### src/frame_pkg.sv
`default_nettype none

package frame_pkg;

  // Stream data width, fixed by the header byte layout
  localparam int byte_width = 8;

  typedef enum logic [1:0] {
    KIND_PLAIN    = 2'd0,
    KIND_TAGGED   = 2'd1,
    KIND_PRIORITY = 2'd2
  } hdr_kind_t;

  // Payload beats after the header, 0 to 63
  typedef logic [5:0] hdr_len_t;

  typedef struct packed {
    hdr_kind_t kind;
    hdr_len_t  len;
  } frame_hdr_fields_t;

  // First beat of a frame, seen as a raw byte or as kind and length
  typedef union packed {
    logic [byte_width-1:0] raw;
    frame_hdr_fields_t     fields;
  } frame_hdr_u;

  typedef logic [byte_width-1:0] sum_t;

endpackage

`default_nettype wire

### src/frame_gen.sv
`timescale 1ns/1ns
`default_nettype none

module frame_gen (
  input  wire                               clk,
  input  wire                               rst,
  input  wire                               cmd_valid,
  input  wire frame_pkg::hdr_kind_t         cmd_kind,
  input  wire frame_pkg::hdr_len_t          cmd_len,
  input  wire [frame_pkg::byte_width-1:0]   cmd_seed,
  input  wire                               cmd_bad,
  input  wire                               m_tready,
  output logic                              gen_busy,
  output logic [frame_pkg::byte_width-1:0]  m_tdata,
  output logic                              m_tvalid,
  output logic                              m_tlast,
  output logic                              m_tuser
);

  frame_pkg::frame_hdr_u             hdr_next;
  frame_pkg::hdr_len_t               len_q;
  frame_pkg::hdr_len_t               cnt;
  frame_pkg::hdr_len_t               cnt_next;
  logic [frame_pkg::byte_width-1:0]  data_q;
  logic                              bad_q;
  logic                              accept;
  logic                              xfer;

  assign accept   = cmd_valid & ~gen_busy;
  assign xfer     = m_tvalid & m_tready;
  assign cnt_next = cnt + 6'd1;

  always_comb begin
    hdr_next.fields.kind = cmd_kind;
    hdr_next.fields.len  = cmd_len;
  end

  always_ff @(posedge clk) begin
    if (rst) begin
      gen_busy <= 1'b0;
      m_tvalid <= 1'b0;
      m_tlast  <= 1'b0;
      m_tuser  <= 1'b0;
    end else if (accept) begin
      // Header goes out first; a zero-length frame ends on it
      gen_busy <= 1'b1;
      m_tvalid <= 1'b1;
      m_tdata  <= hdr_next.raw;
      m_tlast  <= (cmd_len == 6'd0);
      m_tuser  <= cmd_bad & (cmd_len == 6'd0);
      len_q    <= cmd_len;
      data_q   <= cmd_seed;
      bad_q    <= cmd_bad;
      cnt      <= '0;
    end else if (xfer) begin
      if (m_tlast) begin
        gen_busy <= 1'b0;
        m_tvalid <= 1'b0;
        m_tlast  <= 1'b0;
        m_tuser  <= 1'b0;
      end else begin
        m_tdata <= data_q;
        data_q  <= data_q + 8'd1;
        cnt     <= cnt_next;
        m_tlast <= (cnt_next == len_q);
        m_tuser <= bad_q & (cnt_next == len_q);
      end
    end
  end

endmodule

`default_nettype wire

### src/axis_frame_fifo.sv
`timescale 1ns/1ns
`default_nettype none

module axis_frame_fifo #(
  parameter int ADDR_WIDTH     = 4,
  parameter bit DROP_WHEN_FULL = 1'b1
) (
  input  wire                               clk,
  input  wire                               rst,
  input  wire [frame_pkg::byte_width-1:0]   input_axis_tdata,
  input  wire                               input_axis_tvalid,
  output logic                              input_axis_tready,
  input  wire                               input_axis_tlast,
  input  wire                               input_axis_tuser,
  output logic [frame_pkg::byte_width-1:0]  output_axis_tdata,
  output logic                              output_axis_tvalid,
  input  wire                               output_axis_tready,
  output logic                              output_axis_tlast,
  output logic                              drop_frame
);

  localparam int depth      = 2 ** ADDR_WIDTH;
  localparam int word_width = frame_pkg::byte_width + 1;

  logic [ADDR_WIDTH:0]   wr_ptr;
  logic [ADDR_WIDTH:0]   wr_ptr_cur;
  logic [ADDR_WIDTH:0]   rd_ptr;
  logic [word_width-1:0] mem [depth];
  logic [word_width-1:0] data_in;
  logic [word_width-1:0] data_out_reg;
  logic                  full;
  logic                  full_cur;
  logic                  empty;
  logic                  write;
  logic                  store;
  logic                  read;

  assign data_in = {input_axis_tlast, input_axis_tdata};

  // No free entry left behind the frame being written
  assign full = (wr_ptr_cur[ADDR_WIDTH] != rd_ptr[ADDR_WIDTH]) &&
                (wr_ptr_cur[ADDR_WIDTH-1:0] == rd_ptr[ADDR_WIDTH-1:0]);
  // Current frame already spans the whole memory
  assign full_cur = (wr_ptr[ADDR_WIDTH] != wr_ptr_cur[ADDR_WIDTH]) &&
                    (wr_ptr[ADDR_WIDTH-1:0] == wr_ptr_cur[ADDR_WIDTH-1:0]);
  // Only committed frames are visible to the read side
  assign empty = (wr_ptr == rd_ptr);

  assign input_axis_tready = ~full | DROP_WHEN_FULL;
  assign write = input_axis_tvalid & input_axis_tready;
  assign store = write & ~(full | full_cur | drop_frame);
  assign read  = (output_axis_tready | ~output_axis_tvalid) & ~empty;

  assign {output_axis_tlast, output_axis_tdata} = data_out_reg;

  always_ff @(posedge clk) begin
    if (rst) begin
      wr_ptr     <= '0;
      wr_ptr_cur <= '0;
      drop_frame <= 1'b0;
    end else if (write) begin
      if (!store) begin
        // Discard the rest of the frame, then roll back to the last commit
        drop_frame <= 1'b1;
        if (input_axis_tlast) begin
          wr_ptr_cur <= wr_ptr;
          drop_frame <= 1'b0;
        end
      end else begin
        wr_ptr_cur <= wr_ptr_cur + 1'b1;
        if (input_axis_tlast) begin
          if (input_axis_tuser) begin
            wr_ptr_cur <= wr_ptr;
          end else begin
            wr_ptr <= wr_ptr_cur + 1'b1;
          end
        end
      end
    end
  end

  always_ff @(posedge clk) begin
    if (store) begin
      mem[wr_ptr_cur[ADDR_WIDTH-1:0]] <= data_in;
    end
  end

  always_ff @(posedge clk) begin
    if (rst) begin
      rd_ptr <= '0;
    end else if (read) begin
      rd_ptr <= rd_ptr + 1'b1;
    end
  end

  always_ff @(posedge clk) begin
    if (read) begin
      data_out_reg <= mem[rd_ptr[ADDR_WIDTH-1:0]];
    end
  end

  // Output stage holds its beat until the sink takes it
  always_ff @(posedge clk) begin
    if (rst) begin
      output_axis_tvalid <= 1'b0;
    end else if (output_axis_tready | ~output_axis_tvalid) begin
      output_axis_tvalid <= ~empty;
    end
  end

endmodule

`default_nettype wire

### src/frame_sink.sv
`timescale 1ns/1ns
`default_nettype none

module frame_sink (
  input  wire                                     clk,
  input  wire                                     rst,
  input  wire [frame_pkg::byte_width-1:0]         s_tdata,
  input  wire                                     s_tvalid,
  input  wire                                     s_tlast,
  input  wire                                     s_ready_in,
  output logic                                    s_tready,
  output logic                                    res_valid,
  output frame_pkg::hdr_kind_t                    res_kind,
  output logic [frame_pkg::byte_width-1:0]        res_hdr_raw,
  output frame_pkg::hdr_len_t                     res_len,
  output logic [$bits(frame_pkg::hdr_len_t):0]    res_count,
  output frame_pkg::sum_t                         res_sum,
  output logic                                    res_len_err
);

  localparam int cnt_width = $bits(frame_pkg::hdr_len_t) + 1;

  frame_pkg::frame_hdr_u   hdr_q;
  frame_pkg::frame_hdr_u   hdr_cur;
  logic [cnt_width-1:0]    count;
  logic [cnt_width-1:0]    count_next;
  frame_pkg::sum_t         sum;
  frame_pkg::sum_t         sum_next;
  logic                    in_frame;
  logic                    xfer;

  assign s_tready = s_ready_in;
  assign xfer     = s_tvalid & s_tready;

  // Header of the frame in progress, or the beat itself when it is the header
  always_comb begin
    hdr_cur.raw = in_frame ? hdr_q.raw : s_tdata;
    count_next  = in_frame ? count + 1'b1 : '0;
    sum_next    = in_frame ? sum + s_tdata : '0;
  end

  always_ff @(posedge clk) begin
    if (rst) begin
      in_frame  <= 1'b0;
      res_valid <= 1'b0;
    end else begin
      res_valid <= xfer & s_tlast;
      if (xfer) begin
        in_frame <= ~s_tlast;
      end
    end
  end

  always_ff @(posedge clk) begin
    if (xfer) begin
      if (!in_frame) begin
        hdr_q <= hdr_cur;
      end
      count <= count_next;
      sum   <= sum_next;
    end
  end

  always_ff @(posedge clk) begin
    if (xfer && s_tlast) begin
      res_kind    <= hdr_cur.fields.kind;
      res_hdr_raw <= hdr_cur.raw;
      res_len     <= hdr_cur.fields.len;
      res_count   <= count_next;
      res_sum     <= sum_next;
      res_len_err <= count_next != {1'b0, hdr_cur.fields.len};
    end
  end

endmodule

`default_nettype wire

### src/frame_path.sv
`timescale 1ns/1ns
`default_nettype none

module frame_path #(
  parameter int ADDR_WIDTH     = 4,
  parameter bit DROP_WHEN_FULL = 1'b1
) (
  input  wire                                     clk,
  input  wire                                     rst,
  input  wire                                     cmd_valid,
  input  wire frame_pkg::hdr_kind_t               cmd_kind,
  input  wire frame_pkg::hdr_len_t                cmd_len,
  input  wire [frame_pkg::byte_width-1:0]         cmd_seed,
  input  wire                                     cmd_bad,
  input  wire                                     sink_ready,
  output logic                                    gen_busy,
  output logic                                    drop_frame,
  output logic                                    res_valid,
  output frame_pkg::hdr_kind_t                    res_kind,
  output logic [frame_pkg::byte_width-1:0]        res_hdr_raw,
  output frame_pkg::hdr_len_t                     res_len,
  output logic [$bits(frame_pkg::hdr_len_t):0]    res_count,
  output frame_pkg::sum_t                         res_sum,
  output logic                                    res_len_err
);

  logic [frame_pkg::byte_width-1:0] gen_tdata;
  logic                             gen_tvalid;
  logic                             gen_tready;
  logic                             gen_tlast;
  logic                             gen_tuser;
  logic [frame_pkg::byte_width-1:0] fifo_tdata;
  logic                             fifo_tvalid;
  logic                             fifo_tready;
  logic                             fifo_tlast;

  frame_gen u_gen (
    .clk       (clk),
    .rst       (rst),
    .cmd_valid (cmd_valid),
    .cmd_kind  (cmd_kind),
    .cmd_len   (cmd_len),
    .cmd_seed  (cmd_seed),
    .cmd_bad   (cmd_bad),
    .m_tready  (gen_tready),
    .gen_busy  (gen_busy),
    .m_tdata   (gen_tdata),
    .m_tvalid  (gen_tvalid),
    .m_tlast   (gen_tlast),
    .m_tuser   (gen_tuser)
  );

  axis_frame_fifo #(
    .ADDR_WIDTH     (ADDR_WIDTH),
    .DROP_WHEN_FULL (DROP_WHEN_FULL)
  ) u_fifo (
    .clk                (clk),
    .rst                (rst),
    .input_axis_tdata   (gen_tdata),
    .input_axis_tvalid  (gen_tvalid),
    .input_axis_tready  (gen_tready),
    .input_axis_tlast   (gen_tlast),
    .input_axis_tuser   (gen_tuser),
    .output_axis_tdata  (fifo_tdata),
    .output_axis_tvalid (fifo_tvalid),
    .output_axis_tready (fifo_tready),
    .output_axis_tlast  (fifo_tlast),
    .drop_frame         (drop_frame)
  );

  frame_sink u_sink (
    .clk         (clk),
    .rst         (rst),
    .s_tdata     (fifo_tdata),
    .s_tvalid    (fifo_tvalid),
    .s_tlast     (fifo_tlast),
    .s_ready_in  (sink_ready),
    .s_tready    (fifo_tready),
    .res_valid   (res_valid),
    .res_kind    (res_kind),
    .res_hdr_raw (res_hdr_raw),
    .res_len     (res_len),
    .res_count   (res_count),
    .res_sum     (res_sum),
    .res_len_err (res_len_err)
  );

endmodule

`default_nettype wire

### config.mk
export PLATFORM = sky130hd
export DESIGN_NAME = frame_path
export DESIGN_NICKNAME = d
export VERILOG_FILES = /design/src/frame_pkg.sv /design/src/frame_gen.sv /design/src/axis_frame_fifo.sv /design/src/frame_sink.sv /design/src/frame_path.sv
export SDC_FILE = /design/constraint.sdc
export NUM_CORES = 1
export LEC_CHECK = 0
export BUFFER_PORTS_ARGS = -buffer_cell sky130_fd_sc_hd__buf_2
export CAP_MARGIN = 10
export CORE_ASPECT_RATIO = 0.6
export CORE_MARGIN = 8
export CORE_UTILIZATION = 45
export CTS_BUF_LIST = sky130_fd_sc_hd__clkbuf_16
export DETAILED_ROUTE_END_ITERATION = 8
export SLEW_MARGIN = 20
export SYNTH_ARGS = -nofsm -noshare
export SYNTH_HDL_FRONTEND = slang
export SYNTH_SLANG_ARGS = --single-unit
### constraint.sdc
create_clock -name clk -period 2.23 [get_ports clk]
set_input_delay 0.1115 -clock clk [delete_from_list [all_inputs] [get_ports clk]]
set_output_delay 0.1115 -clock clk [all_outputs]
set_load 0.005 [all_outputs]
After elaboration in Yosys (flattened, before gate mapping)
Memories as Yosys holds them, arrays and structs flattened. A register that Yosys moved wholly into a read port is not among the register bits.
Index checks and enable logic that the tools add are counted.
{"block": "word_totals", "mem_bits_rw": 144, "n_memories": 1, "in_bits": 21, "regBits": 107}
{"memory": "u_fifo.mem", "words": 16, "word_bits": 9, "rd": 1, "rd_ports_with_merged_regs": 1, "wr": 1, "line_no": "axis_frame_fifo.sv:28", "text": "logic [word_width-1:0] mem [depth];"}
{"block": "op_classes", "mux": 29, "bitwise_logic": 18, "eq_ne": 8, "n_reduce_logical": 14, "add_sub_neg": 6}
{"cell": "8-bit two-way mux", "n": 8}
{"cell": "5-bit two-way mux", "n": 4}
{"cell": "1-bit two-way mux", "n": 14}
{"cell": "6-bit two-way mux", "n": 2}
{"cell": "5-bit by 1-bit adder with 5-bit output (second input constant)", "n": 2}
{"cell": "2-bit AND reduction", "n": 5}
{"cell": "8-bit by 1-bit adder with 8-bit output (second input constant)", "n": 1}
{"cell": "8-bit adder", "n": 1}
{"cell": "4-bit == test", "n": 2}
{"cell": "1-bit NOT", "n": 8}
{"cell": "7-bit by 1-bit adder with 7-bit output (second input constant)", "n": 1}
{"cell": "1-bit AND", "n": 7}
{"cell": "7-bit two-way mux", "n": 1}
{"cell": "7-bit by 6-bit inequality test with 1-bit output", "n": 1}
{"cell": "6-bit by 1-bit adder with 6-bit output (second input constant)", "n": 1}
{"cell": "6-bit == test", "n": 1}
{"cell": "6-bit zero test", "n": 1}
{"cell": "3-bit AND reduction", "n": 2}
{"cell": "2-bit nonzero test", "n": 3}
{"cell": "5-bit == test", "n": 1}
{"cell": "1-bit logical AND", "n": 3}
{"cell": "1-bit OR", "n": 3}
{"cell": "1-bit inequality test", "n": 2}
{"cell": "2-bit inequality test (second input constant)", "n": 1}

Logic depth before layout (Yosys ltp)
{"block": "logic_depth", "ltp_word": 8, "mapped_depth": 8, "ltp_nobuf": 8}

By module
A second synthesis with hierarchy kept.
{"block": "hier_totals", "cells_unflattened": 630, "area_unflattened_um2": 10556.4}
{"mod": "axis_frame_fifo", "instances": 1, "area_per_inst_um2": 6780.3, "seq_area_each_um2": 4934.7, "cells_per_inst": 343}
{"mod": "frame_sink", "instances": 1, "area_per_inst_um2": 2213.4, "seq_area_each_um2": 1451.4, "cells_per_inst": 150}
{"mod": "frame_gen", "instances": 1, "area_per_inst_um2": 1562.7, "seq_area_each_um2": 930.9, "cells_per_inst": 137}

Least setup slack after synthesis
Ideal clock, no wire load.
{"block": "synth_timing", "kind": "register to register", "from": "reg u_gen.gen_busy", "to": "reg u_gen.cnt[0] (enable)", "n_path_buf": 1, "path_slack_ns": 0.059, "arrival_ns": 1.771, "stages_incl_launch_ff": 5, "synth_period_minus_slack_ns": 2.171, "setup_time_ns": 0.401, "cell_sequence": "dfxtp_1 nor2b_1 clkbuf_1 a21oi_1 nor2_1"}
{"block": "synth_via", "elab_chain_len": 4, "elab_cells_between_ends": 5, "classes_between": "eq/ne: 1; bitwise: 2; reduce/logical: 2"}
{"item": "start, declared", "line_no": "frame_gen.sv:13", "text": "output logic gen_busy,"}
{"item": "start signal, assigned", "line_no": "frame_gen.sv:40", "text": "gen_busy <= 1'b0;"}
{"item": "start signal, assigned", "line_no": "frame_gen.sv:46", "text": "gen_busy <= 1'b1;"}
{"item": "start signal, assigned", "line_no": "frame_gen.sv:57", "text": "gen_busy <= 1'b0;"}
{"item": "1-bit NOT (*)", "line_no": "frame_gen.sv:29", "text": "assign accept = cmd_valid & ~gen_busy;"}
{"item": "1-bit AND (*)", "line_no": "frame_gen.sv:29"}
{"item": "2-bit inequality test (no line) or 2-bit nonzero test (tied branches)"}
{"item": "3-bit AND reduction (no line) (*)"}
{"item": "end signal, assigned", "line_no": "frame_gen.sv:64", "text": "cnt <= cnt_next;"}
{"item": "end, declared", "line_no": "frame_gen.sv:22", "text": "frame_pkg::hdr_len_t cnt;"}
Every way passes the cells marked *; elsewhere a longest branch is shown, timed or not.
A chain may end at the register's enable or synchronous reset.

Final worst setup path
{"block": "layout_timing", "from": "reg u_fifo.data_out_reg[0], read port of u_fifo.mem", "to": "reg u_sink.res_sum[6] (data pin)"}
{"block": "layout_via", "elab_chain_len": 2}
{"item": "start, declared", "line_no": "axis_frame_fifo.sv:30", "text": "logic [word_width-1:0] data_out_reg;"}
{"item": "8-bit adder", "line_no": "frame_sink.sv:39", "text": "sum_next = in_frame ? sum + s_tdata : '0;"}
{"item": "8-bit two-way mux", "line_no": "frame_sink.sv:39"}
{"item": "named net u_sink.sum_next[6]", "line_no": "frame_sink.sv:28", "text": "frame_pkg::sum_t sum_next;"}
{"item": "end signal, assigned", "line_no": "frame_sink.sv:70", "text": "res_sum <= sum_next;"}
{"item": "end, declared", "line_no": "frame_sink.sv:17", "text": "output frame_pkg::sum_t res_sum,"}
The timed path passes the listed nets, and every way through them passes these cells.

==> metrics.md <==
| Metric | Value |
|---|---|
| Synth Cell Area | 0.0105 mm^2 |
| Sw Pwr | 0.00293 W |
| H-Tree Depth | 1 |
| CTS root buf | clkbuf_16 |
| Yosys warnings | 0 |
| Die H | 134 um |
| Worst-path clk slew | 0.06 ns |
| Syn nets | 652 |
| Final Setup Violations | 0 |
| Share of cells above drive strength 1 | 0.276 |
| Slew Limit Fails | 0 |
| Reg2reg start | u_fifo.data_out_reg[0]$_DFFE_PP_ |
| CP Buf/Inv Count | 0 |
| Pre-CTS worst setup slack | -0.0745 ns |
| Ranking of synthesized cells by area | edfxtp_1 66%, mux4_2 9.5%, dfxtp_1 4.4% |
| Largest net degree at the start of global routing | 38 |
| Full die area | 0.0286 mm^2 |
| Number of antenna violations at the first check in global routing | 0 |
| CP Cell Sequence | ha_2 -> fa_2 -> a21o_1 -> a21oi_2 -> o21bai_1 -> a21oi_1 -> xor2_1 -> nor2_1 |
| Gate family responsible for the most delay along the worst path | compound AO/OA/AOI/OAI gates |
| Maximum clock insertion buffer count | 3 |
| RePlAce Congestion | 0.810 |
| P_int | 0.00861 W |
| Wirelength, routed | 22.4 mm |
| Finished Layout Cells | 1,062 |
| Combinational share of power | 0.182 |
| DR vias/cell | 5.32 |
| Pre-Repair DR Iteration Count | 4 |
| Area share of the leading cell type in the synthesized netlist | 0.656 |
| IO Pins | 56 |
| Clk_lat worst skew | 0.51 ns |
| Mean area per synthesized cell | 17.0 um^2 |
| Vias in the first global route | 5,809 |
| Synth cell types | 50 |
| Period utilization | 0.952 |
| Internal reg-to-reg setup slack | 0.11 ns |
| Port Buffers | 55 |
| Ys async rst share | 0 |
| RSZ-0062 raised after global routing | false |
| Register area share after synthesis | 0.700 |
| Total core area | 0.0230 mm^2 |
| GRT Util Overall | 0.158 |
| Clock Skews | 0.0190 ns |
| Total CTS buffers | 24 |
| Slowest-stage cell, CP | edfxtp_1 |
| Slew @ Worst Pin | 0.618 ns |
| CP arrival | 2.38 ns |
| Initial Util | 0.456 |
| Post-synth top area cell | edfxtp_1 |
| Clock Sink Count | 252 |
| Fin worst setup slack | 0.107 ns |
| Post-synth EDFFs | 229 |
| Crit Path Category | reg -> reg |
| Hold path start | sink_ready |
| Max-cap violations | 0 |
| Power Total | 0.0115 W |
| ANT cells | 0 |
| Largest register FFs | 144 |
| Lkg Pwr | 4.38 nW |
| Pwr dens | 928 mW/mm^2 |
| Post-Syn Instances | 615 |
| Critical path launch point | u_fifo.data_out_reg[0]$_DFFE_PP_ |
| Result of the run | completed |
| First-pass GRT wire length | 34.5 mm |
| Placed insts | 999 |
| Switch share | 0.254 |
| Drt initial violations | 375 |
| Clock share of power | 0.318 |
| Top FF cell, synth | edfxtp_1 |
| Maximum vdd drop | 0.490 mV |
| Slowest Stage Delay on Critical Path | 0.41 ns |
| Rel. slew slack | 0.588 |
| Antenna viol nets, final | 0 |
| Row cnt | 43 |
| Vias | 5,646 |
| Worst hold slack | 0.0368 ns |
| Worst EP required | 2.48 ns |
| Nature of the critical path startpoint | flip-flop |
| P&R area growth vs syn | 18.7% |
| DP HPWL | 15.1 mm |
| Fin crit period | 2.12 ns |
| Die width | 213 um |
| Seq cells post-synth | 252 |
| Fmax | 0.471 GHz |
| Crit-path max FO | 2 |
| Grt ovf | 0 |
| Routed len/inst | 21.1 um |
| CTS tree | yes |
| Worst hold path class | in -> reg |
| CP endpoint kind | flip-flop |
| Hold Vio Cnt, Final | 0 |
| DRC violations left | 0 |
| Setup TNS | 0 ns |
| Seq pwr share | 0.500 |
| Final nets | 767 |
cells in the final DEF, fill, tap and decap left out, drive strengths merged, types with 2 or more instances in the layout:
cell type    instances
edfxtp             229
buf                104
mux4                45
nor2                42
nand2               39
xor2                32
clkbuf              25
xnor2               23
dfxtp               23
and3                18
dlygate4sd3         18
nand3               15
ha                  15
inv                 14
clkinv              14
o21ai               11
nor3                10
a21oi                9
and2                 8
mux2                 8
mux2i                6
nor2b                5
nand4                4
a2111oi              4
a211oi               4
a31oi                2
a21o                 2
o21bai               2
or4                  2
or3                  2
repair_timing:
item,CTS,global route
setup endpoints to repair,4,131
endpoints found under the hold margin,26,0
setup buffers,0,2
hold buffers,18,0
gates resized for setup,3,8
power by group through the flow:
stage	clock [W]	combinational (W)	sequential, W
floorplan	0	0.00151	0.00575
global placement	0	0.00201	0.00585
detailed placement	0	0.00204	0.00587
CTS	0.00378	0.00208	0.00578
global route	0.00396	0.00229	0.00580
finish	0.00367	0.00210	0.00577
logic make-up after synthesis:
family / synth area share
AOI/OAI and AO/OA: 0.0301
buffers and inverters: 0.0221
DFF: 0.700
adders and majority gates: 0.0198
and+or+nand+nor: 0.0681
xor gates and xnor gates: 0.0482
muxes: 0.111
through the flow:
stage / utilization / area [um^2]
after floorplan: - / 10500
after global placement: 0.501 / 11500
after detailed placement: 0.501 / 11500
after CTS: 0.539 / 12400
after global routing: 0.541 / 12400
final: 0.541 / 12400
per-layer routing:
metal,track usage,vias up,share of wire
met1,0.243,2887,0.48
met2,0.233,152,0.44
li1,-,2586,-
met3,0.0280,21,0.065
met4,0.0260,0,0.012
met5,0,-,0
cells in the mapped netlist (3+ instances only):
master and n:
mux2_2 7, mux2i_1 6, a211oi_1 4, buf_2 7, xnor2_1 23, buf_4 8, and2_1 8, nand3_1 15
nor3_1 8, and3_1 18, dfxtp_1 23, o21ai_0 10, nand2_1 39, clkbuf_1 12, ha_1 15, nand4_1 4
a2111oi_2 3, edfxtp_1 229, mux4_2 44, a21oi_1 9, nor2_1 42, inv_1 10, xor2_1 32, nor2b_1 5
final timing paths:
check / end / depth (start not counted)
setup reg to reg: u_sink.res_sum[6]$_DFFE_PP_ / 8
setup / recovery: u_sink.res_sum[6]$_DFFE_PP_ / 8
hold reg to reg: u_gen.m_tuser$_SDFFE_PP0N_ / 2
hold / removal: u_fifo.output_axis_tvalid$_SDFFE_PP0N_ / 3
worst register-to-register path: cells and delay by family, from the launching register on:
family,cells,cell delay [ns]
AOI/OAI and AO/OA,4,0.64
and+or+nand+nor,1,0.08
DFF,1,0.41
xor gates and xnor gates,1,0.17
adders and majority gates,2,0.60
area by class of cell:
| class | count | area, um^2 |
|---|---|---|
| Timing Repair Buffer | 122 | 1010 |
| Inverter | 10 | 37.5 |
| Tap cell | 315 | 394 |
| Clock buffer | 25 | 626 |
| Multi-Input combinational cell | 320 | 2950 |
| Sequential cell | 252 | 7340 |
| Clock inverter | 18 | 77.6 |
| Fill cell | 1847 | 10500 |
Power figures use the tool's default switching activity.
